$ cat config.mk
export PLATFORM = sky130hd
export DESIGN_NAME = sync_fifo
export DESIGN_NICKNAME = d
export VERILOG_FILES = /design/src/verilog/sync_fifo.sv
export SDC_FILE = /design/constraint.sdc
export NUM_CORES = 1
export LEC_CHECK = 0
export BUFFER_PORTS_ARGS = -buffer_cell sky130_fd_sc_hd__buf_4
export CAP_MARGIN = 20
export CORE_MARGIN = 2
export CORE_UTILIZATION = 55
export CTS_CLUSTER_SIZE = 40
export DETAILED_ROUTE_END_ITERATION = 10
export PLACE_DENSITY_LB_ADDON = 0.2
export SLEW_MARGIN = 20
export SYNTH_ARGS = -nofsm -noshare
export SYNTH_HDL_FRONTEND = slang
export SYNTH_SLANG_ARGS = --single-unit
$ cat constraint.sdc
create_clock -name clk -period 3.5 [get_ports clk]
set_clock_uncertainty 0.05 [all_clocks]
set_input_delay 0.175 -clock clk [delete_from_list [all_inputs] [get_ports clk]]
set_output_delay 0.175 -clock clk [all_outputs]
set_load 0.05 [all_outputs]
$ cat src/verilog/sync_fifo.sv
`timescale 1ns/1ps

module sync_fifo #(
    parameter int WIDTH = 32,
    parameter int DEPTH = 16
) (
    input  logic             clk,
    input  logic             rst_n,
    input  logic             wr_en,
    input  logic [WIDTH-1:0] wr_data,
    input  logic             rd_en,
    output logic [WIDTH-1:0] rd_data,
    output logic             empty,
    output logic             full
);

    localparam int AW = (DEPTH > 1) ? $clog2(DEPTH) : 1;

    logic [WIDTH-1:0] mem [DEPTH];
    logic [AW-1:0]    wr_ptr;
    logic [AW-1:0]    rd_ptr;
    logic [AW:0]      count;

    assign empty = (count == '0);
    assign full  = (count == (AW+1)'(DEPTH));

    always_ff @(posedge clk or negedge rst_n) begin
        if (!rst_n) begin
            wr_ptr <= '0;
            rd_ptr <= '0;
            count  <= '0;
        end else begin
            if (wr_en)
                wr_ptr <= (wr_ptr == AW'(DEPTH-1)) ? '0 : wr_ptr + 1'b1;
            if (rd_en)
                rd_ptr <= (rd_ptr == AW'(DEPTH-1)) ? '0 : rd_ptr + 1'b1;
            case ({wr_en, rd_en})
                2'b10:   count <= count + 1'b1;
                2'b01:   count <= count - 1'b1;
                default: count <= count;
            endcase
        end
    end

    // storage and registered read port
    always_ff @(posedge clk) begin
        if (wr_en)
            mem[wr_ptr] <= wr_data;
        if (rd_en)
            rd_data <= mem[rd_ptr];
    end

    assert property (@(posedge clk) disable iff (!rst_n) !(wr_en && full));
    assert property (@(posedge clk) disable iff (!rst_n) !(rd_en && empty));

endmodule

==> results.cfg, run 1 <==
[run_status]
status = complete, no violations

[worst_hold_path]
min_path_type = primary input to flop

[yosys]
ys_seq_area_frac = 0.797
yosysTopAreaCell = edfxtp_1
synth_fp_nets = 967
synth.area.top_cells = edfxtp_1 78%, mux4_2 14%, o22ai_1 1.9%, dfrtp_1 1.6%, nor2_1 0.90%
yosys_warnings = 0
ys_ff_latch = 557
yosysTopAreaCellShare = 0.781
avgSynthCellArea_um2 = 22.7
yosysMostFrequentCell = edfxtp_1
synth_edf_count = 544
synth_top_flop_cell = edfxtp_1
synth_cell_types = 32
synth_cells = 922
async_flop_share = 0.0233
syn_area_um2 = 20900
synth_common_cells = 544 x edfxtp_1, 128 x mux4_2, 64 x o22ai_1, 50 x nor2_1, 27 x clkbuf_1

[timing]
whs_ps = 103
hold_violations = 0
max_freq_mhz = 417
setup_tns_ps = 0
slew_headroom = 0.254
maxSlewViolCount = 0
setup_viol = 0
fin_crit_ps = 2400
period_share = 0.685
worstMarginPinSlew_ps = 1120
rsz0062_at_grt = no

[finish]
drive_above_1_share = 0.298
n_fill_cell = 2455
utilization = 0.646
finalNetCount = 1105
area_growth_pct = 16.0

[worst_setup_path]
critPathLaunchType = flop
slowest_delay_ps = 820
required_ps = 3780
path_cells = buf_4 > mux4_2 > o22ai_1 > nor2_1
cp.arrival_ps = 2670
cp-end-kind = flop
critical_path.max_fanout = 39
criticalPathCategory = flop to flop
critPathSlowestCell = dfrtp_4

[floorplan]
start_util = 0.556
die_area_um2 = 39600
coreArea_um2 = 37600
ios = 70
chipHeight_um = 199
rows = 71
die_w_um = 199

[route]
vias = 9667
highest_layer = met4
post-route-drc-count = 0
vias_per_cell = 5.99
ant_nets = 0
drt-met1-wl_mm = 18.8
drt_iter0_markers = 1029
avgRoutedWirePerCell_um = 26.7
first_pass_iters = 5
routed_wl_mm = 43.0
wl_met2_mm = 20.7
dr_wl_met3_mm = 2.54

[power]
p_sw_w = 0.00532
ir_drop_uv = 661
internal_power_w = 0.0130
pwr-share-clk = 0.303
p_leak_nw = 7.78
finalPower_w = 0.0183
p_comb_frac = 0.222
power.density_nw_per_um2 = 756
pwr-share-seq = 0.475
swShare = 0.290

[global_route]
antenna_found_initial = 1
grt_usage = 0.225
grt_pass1_wl_mm = 62.9
grt_max_degree = 41
grt_pass1_vias = 9820
overflow = 0

[placement]
io_buffers = 69
hpwl_mm = 22.4
place_congestion = 0.711

[clock_tree]
cts_tree = built
clock_path_buffers = 3
cts_buffers = 54
clk_pin_slew_ps = 60
ctsRootBufferMaster = clkbuf_16
cts.sink_count = 557
clock_latency_ps = 590
htree_levels = 2

[flow_run]
maxCapViolCount = 0
worst paths after layout:
kind                              endpoint  slack (ps)  depth (start not counted)       from
worst max-delay path            rd_data[5]        1100                          4  rd_ptr[1]
worst min-delay path              count[0]         100                          3      rd_en
worst max register to register  rd_data[5]        1100                          4  rd_ptr[1]
worst min register to register    count[4]         430                          1   count[4]
max in group asynchronous        rd_ptr[1]        2180                          3      rst_n
min in group asynchronous         count[1]         670                          3      rst_n
worst max-delay path, delay by kind of cell, from the launching register on:
kind	cells	cell delay (ps)
flops	1	820
buf+inv	1	580
mux	1	380
compound gates	1	170
simple gates	1	100
kinds of logic after synthesis:
group	after synthesis	share of synthesized area
compound gates	77	0.0227
xor+xnor	8	0.00335
fa+ha+maj	9	0.00539
buf+inv	54	0.0141
flops	557	0.797
mux	131	0.139
simple gates	86	0.0181
layout by cell type, fill, tap and decap left out, types with 14 or more instances in the layout:
cell type | Yosys | final
buf_4 | 0 | 91
dlygate4sd3_1 | 0 | 35
o22ai_1 | 64 | 64
clkinv_2 | 0 | 14
clkbuf_16 | 0 | 57
nor2_1 | 50 | 37
mux4_2 | 128 | 128
edfxtp_1 | 544 | 544
final cells by class:
type                            count  area [um2]  share of cell area
Clock inverter                     27         201             0.00830
Tap cell                          511         639              0.0264
Sequential cell                   557       16700               0.687
Antenna cell                        1        2.50            0.000103
Multi-Input combinational cell    311        4070               0.168
Timing Repair Buffer              133        1170              0.0484
Inverter                            3        11.3            0.000464
Clock buffer                       71        1490              0.0614
per-stage QoR:
stage          setup slack (ps)  instances  instance area (um2)
6_report                   1100       1614                24300
5_1_grt                     974       1614                24300
4_1_cts                    1070       1613                24300
3_5_place_dp               1100       1480                22200
3_3_place_gp               1090       1480                22200
2_1_floorplan              19.9        922                20900
state kept, by name (all words and copies together), names as in the netlist:
| register | cells |
|---|---|
| mem | 512 |
| rd_data | 32 |
| count | 5 |
| rd_ptr | 4 |
| wr_ptr | 4 |
what timing repair did:
item,CTS,global route
setup buffers,0,0
endpoints found under the hold margin,528,0
gates resized for setup,0,0
hold buffers,35,0
per-layer routing:
metal,GRT usage,vias up
met4,0.0691,0
met3,0.0348,73
met1,0.331,5115
met2,0.356,309
met5,0,-
li1,-,4170
power groups by stage:
stage / clock network (W) / logic (W) / registers, W
floorplan: 0 / 0.00238 / 0.00914
global placement: 0 / 0.00404 / 0.00885
detailed placement: 0 / 0.00409 / 0.00887
CTS: 0.00564 / 0.00412 / 0.00874
global route: 0.00590 / 0.00436 / 0.00879
finish: 0.00555 / 0.00406 / 0.00871
No activity file was read; power rests on OpenSTA's default activity.
==> run 2, diff against run 1 <==
Clock period 3.5 ns to 2 ns, I/O delays scaled along.
==> results.cfg, run 2 (synthesized netlist as in run 1, its figures left out) <==
[run_status]
status = complete, no violations

[worst_setup_path]
critPathLaunchType = flop
critPathSlowestCell = mux4_2
slowest_delay_ps = 490
crit_cells = 5
r2r_cells = 5
critPathBufInv = 2
cp.arrival_ps = 2190
cp-end-kind = flop
criticalPathCategory = flop to flop
path_cells = buf_12 > buf_4 > mux4_2 > o22ai_1 > nor2_1
required_ps = 2280
cp_top_family = multiplexers
critical_path.max_fanout = 18

[timing]
maxSlewViolCount = 0
rsz0062_at_grt = no
worstMarginPinSlew_ps = 789
max_freq_mhz = 525
fin_crit_ps = 1900
setup_viol = 0
period_share = 0.952
whs_ps = 23.6
hold_violations = 0
setup_tns_ps = 0
slew_headroom = 0.474

[clock_tree]
clk_pin_slew_ps = 60
htree_levels = 2
ctsRootBufferMaster = clkbuf_16
cts.sink_count = 557
cts_tree = built
clock_latency_ps = 600
clock_path_buffers = 3
cts_buffers = 56

[power]
p_leak_nw = 8.15
ir_drop_uv = 810
power.density_nw_per_um2 = 1320

[finish]
largest_registers = mem: 512 flops, rd_data: 32 flops, count: 5 flops
drive_above_1_share = 0.329
area_growth_pct = 20.1
largest_register_ffs = 512
layout_common_cells = 544 x edfxtp_1, 128 x mux4_2, 111 x buf_4
final_common_cell = edfxtp_1
instances_no_fill = 1664
antenna_cells = 0
finalNetCount = 1155
n_fill_cell = 2385
design_area_um2 = 25100
top_register = mem

[route]
drt_iter0_markers = 929
ant_nets = 0
avgRoutedWirePerCell_um = 26.6
vias_per_cell = 6.06
post-route-drc-count = 0
routed_wl_mm = 44.3
vias = 10091
first_pass_iters = 5

[placement]
io_buffers = 69
place_area_um2 = 22900
hpwl_mm = 23.5
dp_cells = 1517
place_congestion = 0.717

[global_route]
grt_pass1_vias = 10221
grt_usage = 0.234
grt_max_degree = 39
overflow = 0
grt_pass1_wl_mm = 65.1
antenna_found_initial = 0

[worst_hold_path]
min_path_type = primary input to flop
hold_depth = 3

[floorplan]
rows = 71
coreArea_um2 = 37600
ios = 70
die_w_um = 199
chipHeight_um = 199
die_area_um2 = 39600
start_util = 0.556

[flow_run]
maxCapViolCount = 0
==> run 2: what timing repair did <==
item | in CTS | in global routing
buffers inserted | 0 | 11
hold buffers | 35 | 0
setup endpoints to repair | 0 | 2
gates resized for setup | 0 | 1
endpoints found under the hold margin | 530 | 0
==> run 2: power breakdown <==
| group | switching (W) | leakage (nW) | internal (W) |
|---|---|---|---|
| clock network | 0.00415 | 0.857 | 0.00589 |
| logic | 0.00492 | 2.21 | 0.00338 |
| registers | 0.000539 | 5.08 | 0.0143 |
| total | 0.00961 | 8.15 | 0.0236 |
==> run 2: worst paths after layout <==
kind / start / to / slack, ps
max in group asynchronous: rst_n / rd_ptr[0] / 750
worst max register to register: rd_ptr[0] / rd_data[14] / 100
worst min-delay path: rd_en / count[0] / 20
worst max-delay path: rd_ptr[0] / rd_data[14] / 100
worst min register to register: count[4] / count[4] / 440
min in group asynchronous: rst_n / wr_ptr[2] / 610
==> run 2: worst min-delay path, stage by stage <==
cell and delay (ps):
buf_4 140, ha_1 280, xnor2_1 100
==> run 2: cell type report <==
type	count	area (um2)	share of cell area
repair buffers	181	1880	0.0751
inverters	3	11.3	0.000449
flip-flops and latches	557	16700	0.664
well taps	511	639	0.0255
clock buffers	75	1500	0.0599
multi-input cells	311	4140	0.165
clock inverters	26	255	0.0102
==> run 2: stage by stage <==
stage | worst slack (ps) | power [W] | util
2_1_floorplan | -284 | 0.0203 | -
3_3_place_gp | 83.7 | 0.0232 | 0.610
3_5_place_dp | 71.0 | 0.0234 | 0.610
4_1_cts | 54.1 | 0.0335 | 0.666
5_1_grt | 9.11 | 0.0345 | 0.668
6_report | 95.4 | 0.0332 | 0.668
==> run 2: per-layer routing <==
layer / track usage / routed length (um) / up-vias / share of wire
met2: 0.378 / 21900 / 362 / 0.49
li1: - / - / 4268 / -
met1: 0.336 / 18500 / 5390 / 0.42
met5: 0 / 0 / - / 0
met3: 0.0400 / 2880 / 71 / 0.065
met4: 0.0650 / 999 / 0 / 0.023
