--- src/verilog/pkt_cfg.svh ---
`ifndef PKT_CFG_SVH
`define PKT_CFG_SVH

// ------------------------------
// packet buffer sizing
// ------------------------------

// data word width
`define PKT_DATA_W      32

// longest packet in words
`define PKT_LEN_MAX     16

// length field must hold PKT_LEN_MAX itself
`define PKT_LEN_W       5

`define PKT_NUM_PORTS   2

// shared data FIFO holds two max-length packets
`define PKT_DATA_DEPTH  32
`define PKT_DESC_DEPTH  4

`endif

--- src/verilog/pkt_pkg.sv ---
`include "pkt_cfg.svh"

package pkt_pkg;

    // one stored packet
    typedef struct packed {
        logic                   src;
        logic [`PKT_LEN_W-1:0]  length;
    } pkt_desc_t;

    // write side of the shared packet memory
    typedef struct packed {
        logic                   data_we;
        logic [`PKT_DATA_W-1:0] data;
        logic                   desc_we;
        pkt_desc_t              desc;
    } wr_bus_t;

    typedef enum logic [2:0] {
        WR_IDLE  = 3'd0,
        WR_FILL  = 3'd1,
        WR_REQ   = 3'd2,
        WR_DRAIN = 3'd3,
        WR_DESC  = 3'd4
    } wr_state_e;

    // gray-ish encoding of the egress sequencer
    typedef enum logic [2:0] {
        RD_IDLE = 3'b000,
        RD_WAIT = 3'b001,
        RD_CTRL = 3'b011,
        RD_READ = 3'b010,
        RD_DONE = 3'b110
    } rd_state_e;

endpackage

--- src/verilog/sync_fifo.sv ---
`timescale 1ns/1ps

module sync_fifo #(
    parameter int WIDTH = 32,
    parameter int DEPTH = 16
) (
    input  logic             clk,
    input  logic             rst_n,
    input  logic             wr_en,
    input  logic [WIDTH-1:0] wr_data,
    input  logic             rd_en,
    output logic [WIDTH-1:0] rd_data,
    output logic             empty,
    output logic             full
);

    localparam int AW = (DEPTH > 1) ? $clog2(DEPTH) : 1;

    logic [WIDTH-1:0] mem [DEPTH];
    logic [AW-1:0]    wr_ptr;
    logic [AW-1:0]    rd_ptr;
    logic [AW:0]      count;

    assign empty = (count == '0);
    assign full  = (count == (AW+1)'(DEPTH));

    always_ff @(posedge clk or negedge rst_n) begin
        if (!rst_n) begin
            wr_ptr <= '0;
            rd_ptr <= '0;
            count  <= '0;
        end else begin
            if (wr_en)
                wr_ptr <= (wr_ptr == AW'(DEPTH-1)) ? '0 : wr_ptr + 1'b1;
            if (rd_en)
                rd_ptr <= (rd_ptr == AW'(DEPTH-1)) ? '0 : rd_ptr + 1'b1;
            case ({wr_en, rd_en})
                2'b10:   count <= count + 1'b1;
                2'b01:   count <= count - 1'b1;
                default: count <= count;
            endcase
        end
    end

    // storage and registered read port
    always_ff @(posedge clk) begin
        if (wr_en)
            mem[wr_ptr] <= wr_data;
        if (rd_en)
            rd_data <= mem[rd_ptr];
    end

    assert property (@(posedge clk) disable iff (!rst_n) !(wr_en && full));
    assert property (@(posedge clk) disable iff (!rst_n) !(rd_en && empty));

endmodule

--- src/verilog/in_wr_port.sv ---
`timescale 1ns/1ps
`include "pkt_cfg.svh"

module in_wr_port #(
    parameter logic PORT_ID = 1'b0
) (
    input  logic                   clk,
    input  logic                   rst_n,
    input  logic                   sop,
    input  logic                   vld,
    input  logic                   eop,
    input  logic [`PKT_DATA_W-1:0] data,
    output logic                   busy,
    output logic                   req,
    input  logic                   gnt,
    output logic                   done,
    output pkt_pkg::wr_bus_t       bus
);

    pkt_pkg::wr_state_e     state;
    pkt_pkg::wr_state_e     state_n;
    logic [`PKT_LEN_W-1:0]  len;
    logic [`PKT_LEN_W-1:0]  dcnt;
    logic                   stage_we;
    logic                   stage_re;
    logic [`PKT_DATA_W-1:0] stage_q;

    assign stage_we = vld && ((state == pkt_pkg::WR_IDLE && sop) ||
                              state == pkt_pkg::WR_FILL);

    sync_fifo #(
        .WIDTH (`PKT_DATA_W),
        .DEPTH (`PKT_LEN_MAX)
    ) stage_fifo_i (
        .clk     (clk),
        .rst_n   (rst_n),
        .wr_en   (stage_we),
        .wr_data (data),
        .rd_en   (stage_re),
        .rd_data (stage_q),
        .empty   (),
        .full    ()
    );

    // ------------------------------
    // packet state
    // ------------------------------
    always_comb begin
        state_n  = state;
        stage_re = 1'b0;
        case (state)
            pkt_pkg::WR_IDLE: begin
                if (vld && sop)
                    state_n = eop ? pkt_pkg::WR_REQ : pkt_pkg::WR_FILL;
            end
            pkt_pkg::WR_FILL: begin
                if (vld && eop)
                    state_n = pkt_pkg::WR_REQ;
            end
            pkt_pkg::WR_REQ: begin
                // first staging read goes out with the grant
                if (gnt) begin
                    stage_re = 1'b1;
                    state_n  = pkt_pkg::WR_DRAIN;
                end
            end
            pkt_pkg::WR_DRAIN: begin
                if (dcnt == len - 1'b1)
                    state_n = pkt_pkg::WR_DESC;
                else
                    stage_re = 1'b1;
            end
            pkt_pkg::WR_DESC: state_n = pkt_pkg::WR_IDLE;
            default:          state_n = pkt_pkg::WR_IDLE;
        endcase
    end

    always_ff @(posedge clk or negedge rst_n) begin
        if (!rst_n) begin
            state <= pkt_pkg::WR_IDLE;
            len   <= '0;
            dcnt  <= '0;
        end else begin
            state <= state_n;
            // sop word restarts the count at one
            if (state == pkt_pkg::WR_IDLE)
                len <= {{(`PKT_LEN_W-1){1'b0}}, stage_we};
            else if (stage_we)
                len <= len + 1'b1;
            if (state == pkt_pkg::WR_REQ)
                dcnt <= '0;
            else if (state == pkt_pkg::WR_DRAIN)
                dcnt <= dcnt + 1'b1;
        end
    end

    assign busy = (state != pkt_pkg::WR_IDLE);
    assign req  = (state == pkt_pkg::WR_REQ);
    assign done = (state == pkt_pkg::WR_DESC);

    assign bus.data_we     = (state == pkt_pkg::WR_DRAIN);
    assign bus.data        = stage_q;
    assign bus.desc_we     = (state == pkt_pkg::WR_DESC);
    assign bus.desc.src    = PORT_ID;
    assign bus.desc.length = len;

    // sender keeps quiet until busy falls
    assert property (@(posedge clk) disable iff (!rst_n)
        state inside {pkt_pkg::WR_REQ, pkt_pkg::WR_DRAIN, pkt_pkg::WR_DESC} |-> !vld);

endmodule

--- config.mk ---
export PLATFORM = sky130hd
export DESIGN_NAME = in_wr_port
export DESIGN_NICKNAME = d
export VERILOG_FILES = /design/src/verilog/pkt_pkg.sv /design/src/verilog/sync_fifo.sv /design/src/verilog/in_wr_port.sv
export VERILOG_INCLUDE_DIRS = /design/src /design/src/verilog
export SDC_FILE = /design/constraint.sdc
export NUM_CORES = 1
export LEC_CHECK = 0
export BUFFER_PORTS_ARGS = -buffer_cell sky130_fd_sc_hd__buf_4
export CORE_ASPECT_RATIO = 1.25
export CORE_UTILIZATION = 60
export CTS_BUF_LIST = sky130_fd_sc_hd__clkbuf_8
export DETAILED_ROUTE_END_ITERATION = 16
export PLACE_DENSITY = 0.84
export SYNTH_ARGS = -nofsm -noshare
export SYNTH_HDL_FRONTEND = slang
export SYNTH_SLANG_ARGS = --single-unit
--- constraint.sdc ---
create_clock -name clk -period 4.6 [get_ports clk]
set_input_delay 0.92 -clock clk [delete_from_list [all_inputs] [get_ports clk]]
set_output_delay 0.92 -clock clk [all_outputs]
set_load 0.01 [all_outputs]
==> flow_metrics.py <==
metrics = {
    "timing": {
        "skew_ns": 0.0317,
        "tightest_slew_ns": 1.19,
        "hold_violations": 0,
        "period_minus_slack_ns": 2.99,
        "fin_tns_setup_ns": 0,
        "rsz0062_at_grt": "no",
        "setup_violations": 0,
        "fmax_ghz": 0.334,
        "fin_ws_ns": 1.61,
        "post-route-period-util_pct": 65.1,
        "maxSlewHeadroom_pct": 20.3,
        "hold_slack_ns": 0.140,
        "slew_violations": 0,
    },
    "global_route": {
        "grt_pass1_vias": 11600,
        "grt.overflow.total": 0,
        "grt_max_degree": 56,
        "grtUsageTotal_pct": 24.3,
        "grt_pass1_wl_um": 67900,
        "antenna_found_initial": 0,
    },
    "clock_network": {
        "clkTransAtPathRegs_ns": 0.07,
        "postCtsHoldBufs": 0,
        "clock_path_buffers": 3,
        "numCtsBuffers": 81,
        "clkSinkCount": 565,
        "htree_levels": 3,
        "cts_tree": "built",
        "cts_resized": 0,
        "clk_latency_ns": 0.66,
        "cts_root_buf": "clkbuf_8",
        "cts_setup_buffers": 0,
    },
    "synth": {
        "yosysTopAreaCell": "edfxtp_1",
        "yosysWarnings": 0,
        "synthArstFlopShare_pct": 3.72,
        "ys_types": 46,
        "synth_area_leaders": "edfxtp_1 74%, mux4_2 6.5%, mux2i_1 4.4%, dfrtp_1 2.4%, mux2_2 1.6%",
        "synth_seq_cells": 565,
        "ys.flop_type": "edfxtp_1",
        "postSynthCellCount": 1147,
        "synth_nets": 1193,
        "syn_area_per_cell_um2": 19.2,
        "syn_area_um2": 22100,
        "ys_seq_area_share_pct": 76.4,
        "synth_top_area_share_pct": 74.0,
        "synth_edf_count": 544,
    },
    "power_and_ir_drop": {
        "total_power_mw": 14.3,
        "p_int_mw": 9.75,
        "pwr-share-seq_pct": 45.9,
        "pwr_density_cell_nw_per_um2": 581,
        "p_switching_mw": 4.59,
        "leakage_nw": 8.36,
        "switching_share_pct": 32.0,
        "clkPwrFrac_pct": 25.8,
        "peakVddDrop_mv": 0.433,
        "share_comb_of_total_power_pct": 28.3,
    },
    "detailed_routing": {
        "dr.pass1.iters": 7,
        "drt-initial-drc-count": 1158,
        "vias": 11300,
        "post_drt_wl_per_cell_um": 24.5,
        "ant_nets": 0,
        "routed_wl_um": 44300,
        "drc": 0,
        "viasPerCell": 6.25,
    },
    "floorplanning": {
        "die_area_um2": 37600,
        "num_rows": 78,
        "die_w_um": 174,
        "core_um2": 36300,
        "chipHeight_um": 216,
        "io_pins": 81,
        "floorplan.initialDensity_pct": 60.8,
    },
    "layout": {
        "layout_common_cells": "544 x edfxtp_1, 98 x buf_4, 97 x mux2i_1, 83 x clkbuf_8, 71 x o21ai_0",
        "antennaDiodeCount": 0,
        "synthToLayoutAreaGrowth_pct": 11.9,
        "layout-drive-gt1-share_pct": 26.3,
        "final_common_cell": "edfxtp_1",
        "fin_nets": 1312,
        "stdcell_count": 1805,
    },
    "place": {
        "port_buffers": 79,
        "gp_congestion": 0.806,
        "dpl.hpwl_um": 25300,
        "dpl.cell_count": 1663,
        "dpl_worst_slack_ns": 1.15,
    },
    "critical_path": {
        "arrival_ns": 3.25,
        "crit_type": "reg2reg",
        "path_max_fanout": 32,
        "cp-start-kind": "flop",
        "required_ns": 4.85,
        "endpoint_kind": "flop",
    },
    "hold_path": {
        "min_path_type": "in2async",
    },
    "run_status": {
        "outcome": "finished, final reports clean",
    },
    "run": {
        "maxCapViolations": 0,
    },
}
-- metal layers --
layer  up-vias  routed length [um]  track usage [%]
li1       4903                   -                -
met1      5823               17800             32.0
met2       480               22500             40.4
met3        80                2990             4.47
met4         0                1010             9.56
met5         -                   0                0
-- power groups by stage --
stage	Combinational, mW	Clock (mW)	Sequential, mW
3_5_place_dp	4.06	0	6.68
5_1_grt	4.36	3.97	6.63
4_1_cts	4.10	3.74	6.58
3_3_place_gp	3.95	0	6.66
2_1_floorplan	3.00	0	6.48
6_report	4.06	3.69	6.58
-- synthesized netlist by cell type, drive strengths merged, types with 3 or more instances --
library cell	count
buf	40
dfrtp	21
mux4	64
nand2	52
inv	8
ha	8
nand4	3
clkbuf	25
a22oi	33
a221oi	32
xnor2	6
nor2	22
mux2	34
nor3	10
xor2	5
edfxtp	544
a21oi	38
mux2i	97
nand2b	3
nand3	8
o21ai	71
-- area by class of cell --
cell class                 count  area, um^2
timing repair buffer         101         796
tap                          480         601
clock inverter                59         352
fill                        2238       11600
multi-input combinational    509        4910
sequential                   565       16900
inverter                       8        30.0
clock buffer                  83        1140
-- worst paths after layout --
check	from	to	slack (ns)	depth (start not counted)
setup / recovery	state[1]$_DFFE_PN0P_	stage_fifo_i.mem[7][0]$_DFFE_PP_	1.61	4
hold / removal	rst_n	state[2]$_DFFE_PN0P_	0.14	1
setup reg to reg	state[1]$_DFFE_PN0P_	stage_fifo_i.mem[7][0]$_DFFE_PP_	1.61	4
hold reg to reg	dcnt[1]$_DFFE_PN0P_	dcnt[1]$_DFFE_PN0P_	0.56	2
max in group asynchronous	rst_n	stage_fifo_i.rd_ptr[0]$_DFFE_PN0P_	4.20	1
min in group clk	dcnt[1]$_DFFE_PN0P_	dcnt[1]$_DFFE_PN0P_	0.56	2
-- kinds of logic (layout without fill, tap and decap cells) --
group | count (synthesis) | after routing | synth area share, %
XOR/XNOR | 11 | 11 | 0.437
buffers and inverters | 73 | 251 | 1.88
AO/OA/AOI/OAI | 188 | 188 | 6.00
multiplexers | 195 | 195 | 12.7
adder cells (fa/ha/maj) | 8 | 8 | 0.454
other | 1 | 1 | 0.0170
flip-flops | 565 | 565 | 76.4
AND/OR/NAND/NOR | 106 | 106 | 2.14
-- stage by stage --
step	utilization (%)	cell area (um^2)
after floorplan	-	22100
after global placement	63.9	23200
after detailed placement	63.9	23200
after CTS	68.0	24700
after global routing	68.0	24700
final	68.0	24700
-- registers in the layout (all words and copies together) (netlist names) --
name,flops
dcnt,5
len,5
stage_fifo_i.mem,512
stage_fifo_i.rd_data,32
stage_fifo_i.rd_ptr,4
stage_fifo_i.wr_ptr,4
state,3
-- critical path, cell delays in order, from the launching register on --
cell	delay, ns
dfrtp_1	0.51
nor3b_2	0.27
o21a_1	0.46
nand2_1	0.37
nor2_4	0.96
No activity file was read; power rests on OpenSTA's default activity.
