[config.mk]
export PLATFORM = sky130hd
export DESIGN_NAME = out_rd_controller
export DESIGN_NICKNAME = d
export VERILOG_FILES = /design/src/verilog/pkt_pkg.sv /design/src/verilog/out_rd_controller.sv
export VERILOG_INCLUDE_DIRS = /design/src /design/src/verilog
export SDC_FILE = /design/constraint.sdc
export NUM_CORES = 1
export LEC_CHECK = 0
export ABC_AREA = 1
export BUFFER_PORTS_ARGS = -buffer_cell sky130_fd_sc_hd__buf_2
export CAP_MARGIN = 20
export CORE_MARGIN = 10
export CORE_UTILIZATION = 48
export DETAILED_ROUTE_END_ITERATION = 7
export HOLD_SLACK_MARGIN = 0.06
export PLACE_DENSITY = 0.75
export RECOVER_POWER = 50
export SYNTH_ARGS = -nofsm -noshare
export SYNTH_HDL_FRONTEND = slang
export SYNTH_SLANG_ARGS = --single-unit
[constraint.sdc]
create_clock -name clk -period 1.3 [get_ports clk]
set_input_delay 0.26 -clock clk [delete_from_list [all_inputs] [get_ports clk]]
set_output_delay 0.26 -clock clk [all_outputs]
set_load 0.02 [all_outputs]
[src/verilog/pkt_cfg.svh]
`ifndef PKT_CFG_SVH
`define PKT_CFG_SVH

// ------------------------------
// packet buffer sizing
// ------------------------------

// data word width
`define PKT_DATA_W      32

// longest packet in words
`define PKT_LEN_MAX     16

// length field must hold PKT_LEN_MAX itself
`define PKT_LEN_W       5

`define PKT_NUM_PORTS   2

// shared data FIFO holds two max-length packets
`define PKT_DATA_DEPTH  32
`define PKT_DESC_DEPTH  4

`endif

[src/verilog/pkt_pkg.sv]
`include "pkt_cfg.svh"

package pkt_pkg;

    // one stored packet
    typedef struct packed {
        logic                   src;
        logic [`PKT_LEN_W-1:0]  length;
    } pkt_desc_t;

    // write side of the shared packet memory
    typedef struct packed {
        logic                   data_we;
        logic [`PKT_DATA_W-1:0] data;
        logic                   desc_we;
        pkt_desc_t              desc;
    } wr_bus_t;

    typedef enum logic [2:0] {
        WR_IDLE  = 3'd0,
        WR_FILL  = 3'd1,
        WR_REQ   = 3'd2,
        WR_DRAIN = 3'd3,
        WR_DESC  = 3'd4
    } wr_state_e;

    // gray-ish encoding of the egress sequencer
    typedef enum logic [2:0] {
        RD_IDLE = 3'b000,
        RD_WAIT = 3'b001,
        RD_CTRL = 3'b011,
        RD_READ = 3'b010,
        RD_DONE = 3'b110
    } rd_state_e;

endpackage

[src/verilog/out_rd_controller.sv]
`timescale 1ns/1ps
`include "pkt_cfg.svh"

module out_rd_controller (
    input  logic                clk,
    input  logic                rst_n,
    input  logic                ready_in,
    input  logic                rx_valid,
    output logic                rx_ready,
    input  pkt_pkg::pkt_desc_t  desc_in,
    output pkt_pkg::pkt_desc_t  hdr,
    output logic                fifo_rd_en,
    output logic                rd_sop,
    output logic                rd_vld,
    output logic                rd_eop,
    output logic                out_sel
);

    pkt_pkg::rd_state_e    state;
    pkt_pkg::rd_state_e    state_n;
    pkt_pkg::pkt_desc_t    desc_q;
    logic                  load;
    logic                  length_add;
    logic                  length_zero;
    logic [`PKT_LEN_W-1:0] length_cnt;
    logic                  length_eq;

    // popped descriptor shows up one cycle after rx_ready
    assign load = (state == pkt_pkg::RD_CTRL);
    assign hdr  = load ? desc_in : desc_q;

    always_ff @(posedge clk) begin
        if (load)
            desc_q <= desc_in;
    end

    always_ff @(posedge clk or negedge rst_n) begin
        if (!rst_n)
            length_cnt <= '0;
        else if (length_zero)
            length_cnt <= '0;
        else if (length_add)
            length_cnt <= length_cnt + 1'b1;
    end

    assign length_eq = (length_cnt == desc_q.length);

    always_ff @(posedge clk or negedge rst_n) begin
        if (!rst_n)
            state <= pkt_pkg::RD_IDLE;
        else
            state <= state_n;
    end

    // ------------------------------
    // egress sequence
    // ------------------------------
    always_comb begin
        state_n     = state;
        rx_ready    = 1'b0;
        fifo_rd_en  = 1'b0;
        out_sel     = 1'b0;
        length_add  = 1'b0;
        length_zero = 1'b0;
        rd_sop      = 1'b0;
        rd_vld      = 1'b0;
        rd_eop      = 1'b0;
        case (state)
            pkt_pkg::RD_IDLE: begin
                if (ready_in)
                    state_n = pkt_pkg::RD_WAIT;
            end
            pkt_pkg::RD_WAIT: begin
                if (!ready_in) begin
                    state_n = pkt_pkg::RD_IDLE;
                end else if (rx_valid) begin
                    rx_ready = 1'b1;
                    rd_sop   = 1'b1;
                    state_n  = pkt_pkg::RD_CTRL;
                end
            end
            pkt_pkg::RD_CTRL: begin
                // header beat, first data read in flight
                rd_vld     = 1'b1;
                out_sel    = 1'b1;
                fifo_rd_en = 1'b1;
                length_add = 1'b1;
                state_n    = pkt_pkg::RD_READ;
            end
            pkt_pkg::RD_READ: begin
                rd_vld     = 1'b1;
                length_add = 1'b1;
                if (length_eq)
                    state_n = pkt_pkg::RD_DONE;
                else
                    fifo_rd_en = 1'b1;
            end
            pkt_pkg::RD_DONE: begin
                rd_eop      = 1'b1;
                length_zero = 1'b1;
                state_n     = ready_in ? pkt_pkg::RD_WAIT : pkt_pkg::RD_IDLE;
            end
            default: state_n = pkt_pkg::RD_IDLE;
        endcase
    end

    assert property (@(posedge clk) disable iff (!rst_n)
        fifo_rd_en |-> state inside {pkt_pkg::RD_CTRL, pkt_pkg::RD_READ});

endmodule

==> summary.txt, run 1 <==
Run status: complete, but fails checks
Violated checks: negative setup slack
WL/cell: 15.8 um
Hpwl dp: 1.55 mm
Die area: 3490 um^2
Hold slack final: 0.194 ns
Period utilization: 129%
Critical path startpoint category: flop
RSZ-0062 raised after global routing: true
Worst-path clk slew: 0.09 ns
Worst-Skew Late Latency: 0.29 ns
Max Fclk: 594 MHz
Slew of the pin with the lowest slew margin: 0.502 ns
GR Util met3: 4.29%
Multi-input gate area: 475 um^2
Setup_tns: -3.87 ns
Detailed Route WL: 2.63 mm
Max stage delay cell, worst path: dfrtp_1
Avg Inst Size Synth: 7.13 um^2
Post-layout nets: 162
Mapped Area: 734 um^2
Antenna diode count: 0
CTS tree: yes
Most common cell after layout, fill and taps aside: buf_4
Worst Skew: 0.00303 ns
GRT Overall Usage: 13.8%
Core area: 1470 um^2
Clk sinks: 14
Register area: 320 um^2
Data required, critical path: 1.04 ns
Setup violations, final: 14
Max Cap Viol: 0
Syn Inst Count: 103
Antenna-violating nets left: 0
Pin count of the biggest net entering global routing: 9
# rows: 14
Worst Setup End Kind: primary output
Pins Over Slew Limit: 0
Seq/Total Area, Yosys: 43.6%
Most frequent cells in the layout: buf_4 (22), nand2_1 (20), buf_6 (12), nand2_2 (11), inv_1 (10)
Yosys warning count: 0
Htree depth: 1
Vias per cell: 5.36
Share of layout cells above drive strength 1: 57.3%
Netlist cell types: 20
Maximum VDD drop: 1.79 mV
Placed inst area: 1020 um^2
Clock root buffer: clkbuf_4
Cell area after layout: 1280 um^2
Fill count: 75
Power Dens Cells: 2370 nW/um^2
I/O Pins: 22
Grt ovf: 0
Worst-path fanout max: 5
Arr. time, crit path: 1.42 ns
Slowest stage delay, CP: 0.42 ns
Worst-path cell chain: inv_2 > nand2_4 > nor2_4 > inv_2 > nand2_2 > nand2_2 > buf_6
First-pass GRT wire length: 3.83 mm
Post-route DRC: 0
Crit path max-delay family: flip-flops
Max Root-Sink Buffers: 2
Detailed-route via count: 889
Yosys reg bits: 14
Leak: 0.000675 uW
Max-slew headroom: 66.5%
Vias in the first global route: 921
Area delta synth->final: 73.8%
Starting Density: 49.9%
Mapped Nets: 114
DR pass1 iterations: 4
Type of the tightest min-delay check: input port to flop
Initial antenna violation count: 0
Worst Path Buf+Inv: 3
I/O Buffers: 21
M1 GR Usage: 14.3%
Inserted Clock Buffers: 3
Setup ws final: -0.383 ns
Top Usage Layer GRT: met2
Crit Path Category: flop to primary output
Final worst path period need: 1.68 ns
Die Span X: 59.1 um
Met2 usage: 24.2%
DR iter-0 viols: 27
Fin. Hold Viols: 0
RD Place Congestion: 0.746
Vert. Die Dim: 59.1 um
Pre-CTS WS: -0.0919 ns
## path summary, 6_finish.rpt
check                           startpoint            end  slack, ns  cells past startpoint
worst min-delay path            desc_in[5]      desc_q[5]       0.19                      3
worst min register to register   desc_q[5]      desc_q[5]       0.46                      2
max in group asynchronous            rst_n  length_cnt[4]       0.51                      2
worst max-delay path              state[2]         hdr[5]      -0.38                      7
worst max register to register    state[0]  length_cnt[3]      -0.04                      7
min in group asynchronous            rst_n  length_cnt[3]       0.46                      2
## repair_timing
| item | CTS | global route |
|---|---|---|
| resized for setup | 24 | 27 |
| hold buffers | 1 | 0 |
| pin swaps | 8 | 10 |
| endpoints found under the hold margin | 8 | 0 |
| setup buffers | 4 | 1 |
| endpoints found under the setup margin | 12 | 16 |
| cloned | 1 | 0 |
## Yosys cell counts
cell type	count	area [um^2]
nor2_2	3	18.8
nand2_1	31	116
o21ai_1	1	5.00
nand4_2	1	12.5
nor3_2	1	10.0
o21ai_0	4	20.0
a21oi_1	4	20.0
ha_1	1	12.5
xnor2_1	1	8.76
and3_1	1	6.26
o21a_1	1	7.51
nand2_2	3	18.8
dfrtp_1	8	200
inv_2	6	22.5
buf_4	2	15.0
o22ai_1	2	12.5
dfxtp_1	6	120
inv_1	12	45.0
nand3_1	5	25.0
nor2_1	10	37.5
## kinds of logic (layout without fill, tap and decap cells)
group / count (synthesis) / in the layout / share of synthesized area [%]
AOI/OAI and AO/OA: 12 / 12 / 8.86
xor gates and xnor gates: 1 / 1 / 1.19
adders and majority gates: 1 / 1 / 1.70
buffers and inverters: 20 / 66 / 11.2
DFF: 14 / 14 / 43.6
and+or+nand+nor: 55 / 56 / 33.4
## layer usage
metal,up-vias,share of wire [%],routed length [um]
li1,415,-,-
met1,407,39,1030
met2,59,49,1280
met3,8,10,262
met4,0,2.2,58
met5,-,0,0
## stage by stage
| stage | util, % | power [uW] | std cells |
|---|---|---|---|
| 2_1_floorplan | - | 1610 | 103 |
| 3_3_place_gp | 69.2 | 2070 | 156 |
| 3_5_place_dp | 69.2 | 2140 | 156 |
| 4_1_cts | 80.1 | 2720 | 166 |
| 5_1_grt | 86.7 | 3240 | 166 |
| 6_report | 86.7 | 3030 | 166 |
## cell type report
class / instances / share of cell area, %
Timing Repair Buffer: 44 / 27.7
Multi-Input combinational cell: 70 / 37.3
Sequential cell: 14 / 25.1
Clock buffer: 4 / 2.84
Inverter: 18 / 5.49
Tap cell: 16 / 1.57
## worst reg2reg max path, stage by stage (launching register included)
cell and delay, ns:
dfrtp_1 0.42, inv_2 0.16, nand2_4 0.10, buf_4 0.17, nand2_4 0.09, nand2_1 0.10
o22ai_2 0.14, a21oi_1 0.07
## sequential cells by signal, summed over array words and instances (netlist names)
register / flops
desc_q: 6
length_cnt: 5
state: 3
## power by group
part | switching, uW | internal (uW) | leakage [uW]
Combinational | 1020 | 925 | 0.000510
Clock | 157 | 171 | 0.0000210
Sequential | 135 | 627 | 0.000145
Total | 1310 | 1720 | 0.000675
Note: power is estimated with default switching activity, not from simulation.
==> run 2, diff against run 1 <==
--- a/constraint.sdc
+++ b/constraint.sdc
@@ -3,2 +3,2 @@
 set_output_delay 0.26 -clock clk [all_outputs]
-set_load 0.02 [all_outputs]
+set_load 0.05 [all_outputs]
==> summary.txt, run 2 <==
Synth top area cells: dfrtp_1 (27%), dfxtp_1 (16%), nand2_1 (16%), inv_1 (6.1%), nor2_1 (5.1%) (unchanged)
Halt point of the flow: global routing (5_1_grt)
# rows: 14 (unchanged)
Mapped Area: 734 um^2 (unchanged)
Seq/Total Area, Yosys: 43.6% (unchanged)
RD Place Congestion: 0.751 (was 0.746)
Hpwl dp: 1.60 mm (was 1.55 mm)
Share of the synthesized area in the top cell type: 27.3% (unchanged)
I/O Buffers: 21 (unchanged)
Post-GRT worst EP: hdr[1]
Yosys reg bits: 14 (unchanged)
Pin count of the biggest net entering global routing: 9
Clk sinks: 14 (unchanged)
Avg Inst Size Synth: 7.13 um^2 (unchanged)
Vert. Die Dim: 59.1 um (unchanged)
Inserted Clock Buffers: 3 (unchanged)
Mapped Nets: 114 (unchanged)
Yosys warning count: 0 (unchanged)
Die Span X: 59.1 um (unchanged)
Worst endpoint type: primary output
I/O Pins: 22 (unchanged)
Htree depth: 1 (unchanged)
Fraction of registers with async set/reset: 57.1% (unchanged)
Max Root-Sink Buffers: 2 (unchanged)
Syn Inst Count: 103 (unchanged)
Clock root buffer: clkbuf_4 (unchanged)
Run status: did not finish (was complete, but fails checks)
Post-synth EDFFs: 0 (unchanged)
Count leader, synth: nand2_1 (unchanged)
Top cells by instance count after synthesis: nand2_1 (31), inv_1 (12), nor2_1 (10), dfrtp_1 (8) (unchanged)
Main synth FF type: dfrtp_1 (unchanged)
Starting Density: 49.9% (unchanged)
Area leader, netlist: dfrtp_1 (unchanged)
Error msg: [ERROR DPL-0038] Utilization greater than 100%, impossible to legalize
Netlist cell types: 20 (unchanged)
[run 2: kinds of logic after synthesis]
kind of cell             count (synthesis)  share of synthesized area [%]
XOR/XNOR                                 1                           1.19
buffers and inverters                   20                           11.2
AO/OA/AOI/OAI                           12                           8.86
flip-flops                              14                           43.6
AND/OR/NAND/NOR                         55                           33.4
adder cells (fa/ha/maj)                  1                           1.70
[run 2: timing repair]
item | CTS
hold endpoints to repair | 8
gates resized for setup | 54
hold buffers | 1
pin swaps | 9
endpoints found under the setup margin | 13
buffers inserted | 8
gates cloned | 1
[run 2: stage by stage]
step	area, um^2	hold slack [ns]	utilization (%)	worst slack, ns	instances
3_5_place_dp	1100	0.122	74.6	-0.211	161
4_1_cts	1370	0.193	93.4	-0.406	174
3_3_place_gp	1100	0.113	74.6	-0.140	161
2_1_floorplan	831	-0.0356	-	-0.120	103
==> run 3, diff against run 2 <==
CORE_AREA = 10 10 71 73   (was unset)
CORE_MARGIN = unset   (was 10)
CORE_UTILIZATION = unset   (was 48)
DIE_AREA = 0 0 81 83   (was unset)
HOLD_SLACK_MARGIN = unset   (was 0.06)
PLACE_DENSITY = unset   (was 0.75)
PLACE_DENSITY_LB_ADDON = 0.15   (was unset)
==> summary.txt, run 3 (synthesized netlist as in run 1, its figures left out) <==
First-pass GRT wire length: 3.57 mm
Type of the tightest min-delay check: input port to flop
Biggest regs: desc_q (6), length_cnt (5), state (3)
Detailed-route via count: 817
Hpwl dp: 1.59 mm (was 1.60 mm)
Leak: 0.000743 uW
Setup_tns: -2.93 ns
Run status: complete, but fails checks (was did not finish)
Setup violations, final: 12
WL/cell: 9.91 um
Worst Path Buf+Inv: 3
Setup ws final: -0.315 ns
RD Place Congestion: 0.694 (was 0.751)
Reg2Reg Depth: 8
Crit Path Category: flop to primary output
Core area: 3630 um^2
Violated checks: negative setup slack
Vias per cell: 3.99
Hold path cells: 3
# rows: 22 (was 14)
Post-route DRC: 0
Most frequent cells in the layout: buf_4 (25), nand2_1 (15), nand2_4 (11), inv_1 (10), buf_6 (9)
Worst-path fanout max: 3
Vias in the first global route: 817
DR pass1 iterations: 4
Pin count of the biggest net entering global routing: 9
Antenna diode count: 0
Share of layout cells above drive strength 1: 61.8%
Htree depth: 1 (unchanged)
Maximum VDD drop: 1.10 mV
Die area: 6720 um^2
Fin. Hold Viols: 0
Arr. time, crit path: 1.36 ns
Net switching power: 1590 uW
Sequential Power Share: 21.9%
Pins Over Slew Limit: 0
Worst path depth: 7
Max Root-Sink Buffers: 2 (unchanged)
Slew of the pin with the lowest slew margin: 0.482 ns
Area delta synth->final: 103%
Power Dens Cells: 2380 nW/um^2
Switching part of the total: 45.0%
Final worst path period need: 1.62 ns
Crit path max-delay family: flip-flops
Combinational share of power: 68.2%
I/O Pins: 22 (unchanged)
Max Cap Viol: 0
RSZ-0062 raised after global routing: true
Slowest stage delay, CP: 0.39 ns
Worst-Skew Late Latency: 0.24 ns
Max-slew headroom: 67.9%
Largest Register: desc_q
Detailed Route WL: 2.03 mm
Clk sinks: 14 (unchanged)
Pint: 1950 uW
R2r setup slk: 0.01 ns
Data required, critical path: 1.04 ns
Post-layout nets: 170
GRT Overall Usage: 6.40%
Max reg flops: 6
Max stage delay cell, worst path: dfrtp_1
DR iter-0 viols: 11
Placed inst area: 1130 um^2 (was 1100 um^2)
Critical path startpoint category: flop
Worst-path clk slew: 0.06 ns
Starting Density: 20.2% (was 49.9%)
Period utilization: 124%
Antenna-violating nets left: 0
Die Span X: 81 um (was 59.1 um)
Inserted Clock Buffers: 3 (unchanged)
Clock Power Share: 9.9%
CTS tree: yes
Most common cell after layout, fill and taps aside: buf_4
Vert. Die Dim: 83 um (was 59.1 um)
I/O Buffers: 21 (unchanged)
Cell area after layout: 1490 um^2
Worst Setup End Kind: primary output
Clock root buffer: clkbuf_8 (was clkbuf_4)
Initial antenna violation count: 0
Max Fclk: 619 MHz
Worst-path cell chain: inv_2 > nand2_4 > nor2_4 > buf_4 > nand2_2 > o21ai_4 > buf_6
Grt ovf: 0
Worst Skew: 0.00414 ns
## run 3: through the flow
stage / hold WS [ns] / power, uW / utilization [%] / worst slack, ns / instances
4_1_cts: 0.248 / 3320 / 37.4 / -0.348 / 199
2_1_floorplan: -0.0356 / 2000 / - / -0.120 / 103
3_3_place_gp: 0.117 / 2570 / 31.1 / -0.174 / 192
5_1_grt: 0.265 / 3820 / 41.0 / -0.419 / 205
6_report: 0.252 / 3540 / 41.0 / -0.315 / 205
3_5_place_dp: 0.121 / 2590 / 31.1 / -0.205 / 192
## run 3: path summary, 6_finish.rpt
kind	start	end
worst max register to register	state[1]	state[1]
max in group asynchronous	rst_n	state[0]
min in group asynchronous	rst_n	length_cnt[1]
worst min register to register	desc_q[5]	desc_q[5]
worst max-delay path	state[2]	hdr[4]
worst min-delay path	desc_in[0]	desc_q[0]
## run 3: power by group through the flow
stage | sequential [uW] | clock [uW] | combinational (uW)
finish | 776 | 350 | 2410
floorplan | 739 | 0 | 1260
global route | 809 | 385 | 2620
global placement | 751 | 0 | 1820
detailed placement | 754 | 0 | 1840
CTS | 754 | 367 | 2200
## run 3: area by class of cell
| type | count | area [um^2] |
|---|---|---|
| Fill cell | 394 | 2140 |
| Sequential cell | 14 | 320 |
| Timing Repair Buffer | 52 | 463 |
| Tap cell | 48 | 60.1 |
| Multi-Input combinational cell | 70 | 527 |
| Inverter | 18 | 77.6 |
| Clock buffer | 3 | 41.3 |
## run 3: per-layer routing
layer  vias to the layer above  wire (um)  global-route usage (%)  share of wire, %
met2                        13       1010                    10.0                49
met5                         -          0                       0                 0
met3                         2        147                    2.48               7.2
met4                         0         12                    1.88              0.59
met1                       375        865                    7.80                43
li1                        427          -                       -                 -
## run 3: what timing repair did
| item | CTS | global route |
|---|---|---|
| pin swaps | 3 | 14 |
| hold buffers | 1 | 0 |
| endpoints found under the setup margin | 13 | 16 |
| gates resized for setup | 50 | 24 |
| endpoints found under the hold margin | 8 | 0 |
| gates cloned | 1 | 0 |
| setup buffers | 2 | 9 |
## run 3: tightest hold or removal path, cell delays in order
cell     delay (ns)
buf_2          0.08
nand2_2        0.06
nand2_4        0.06
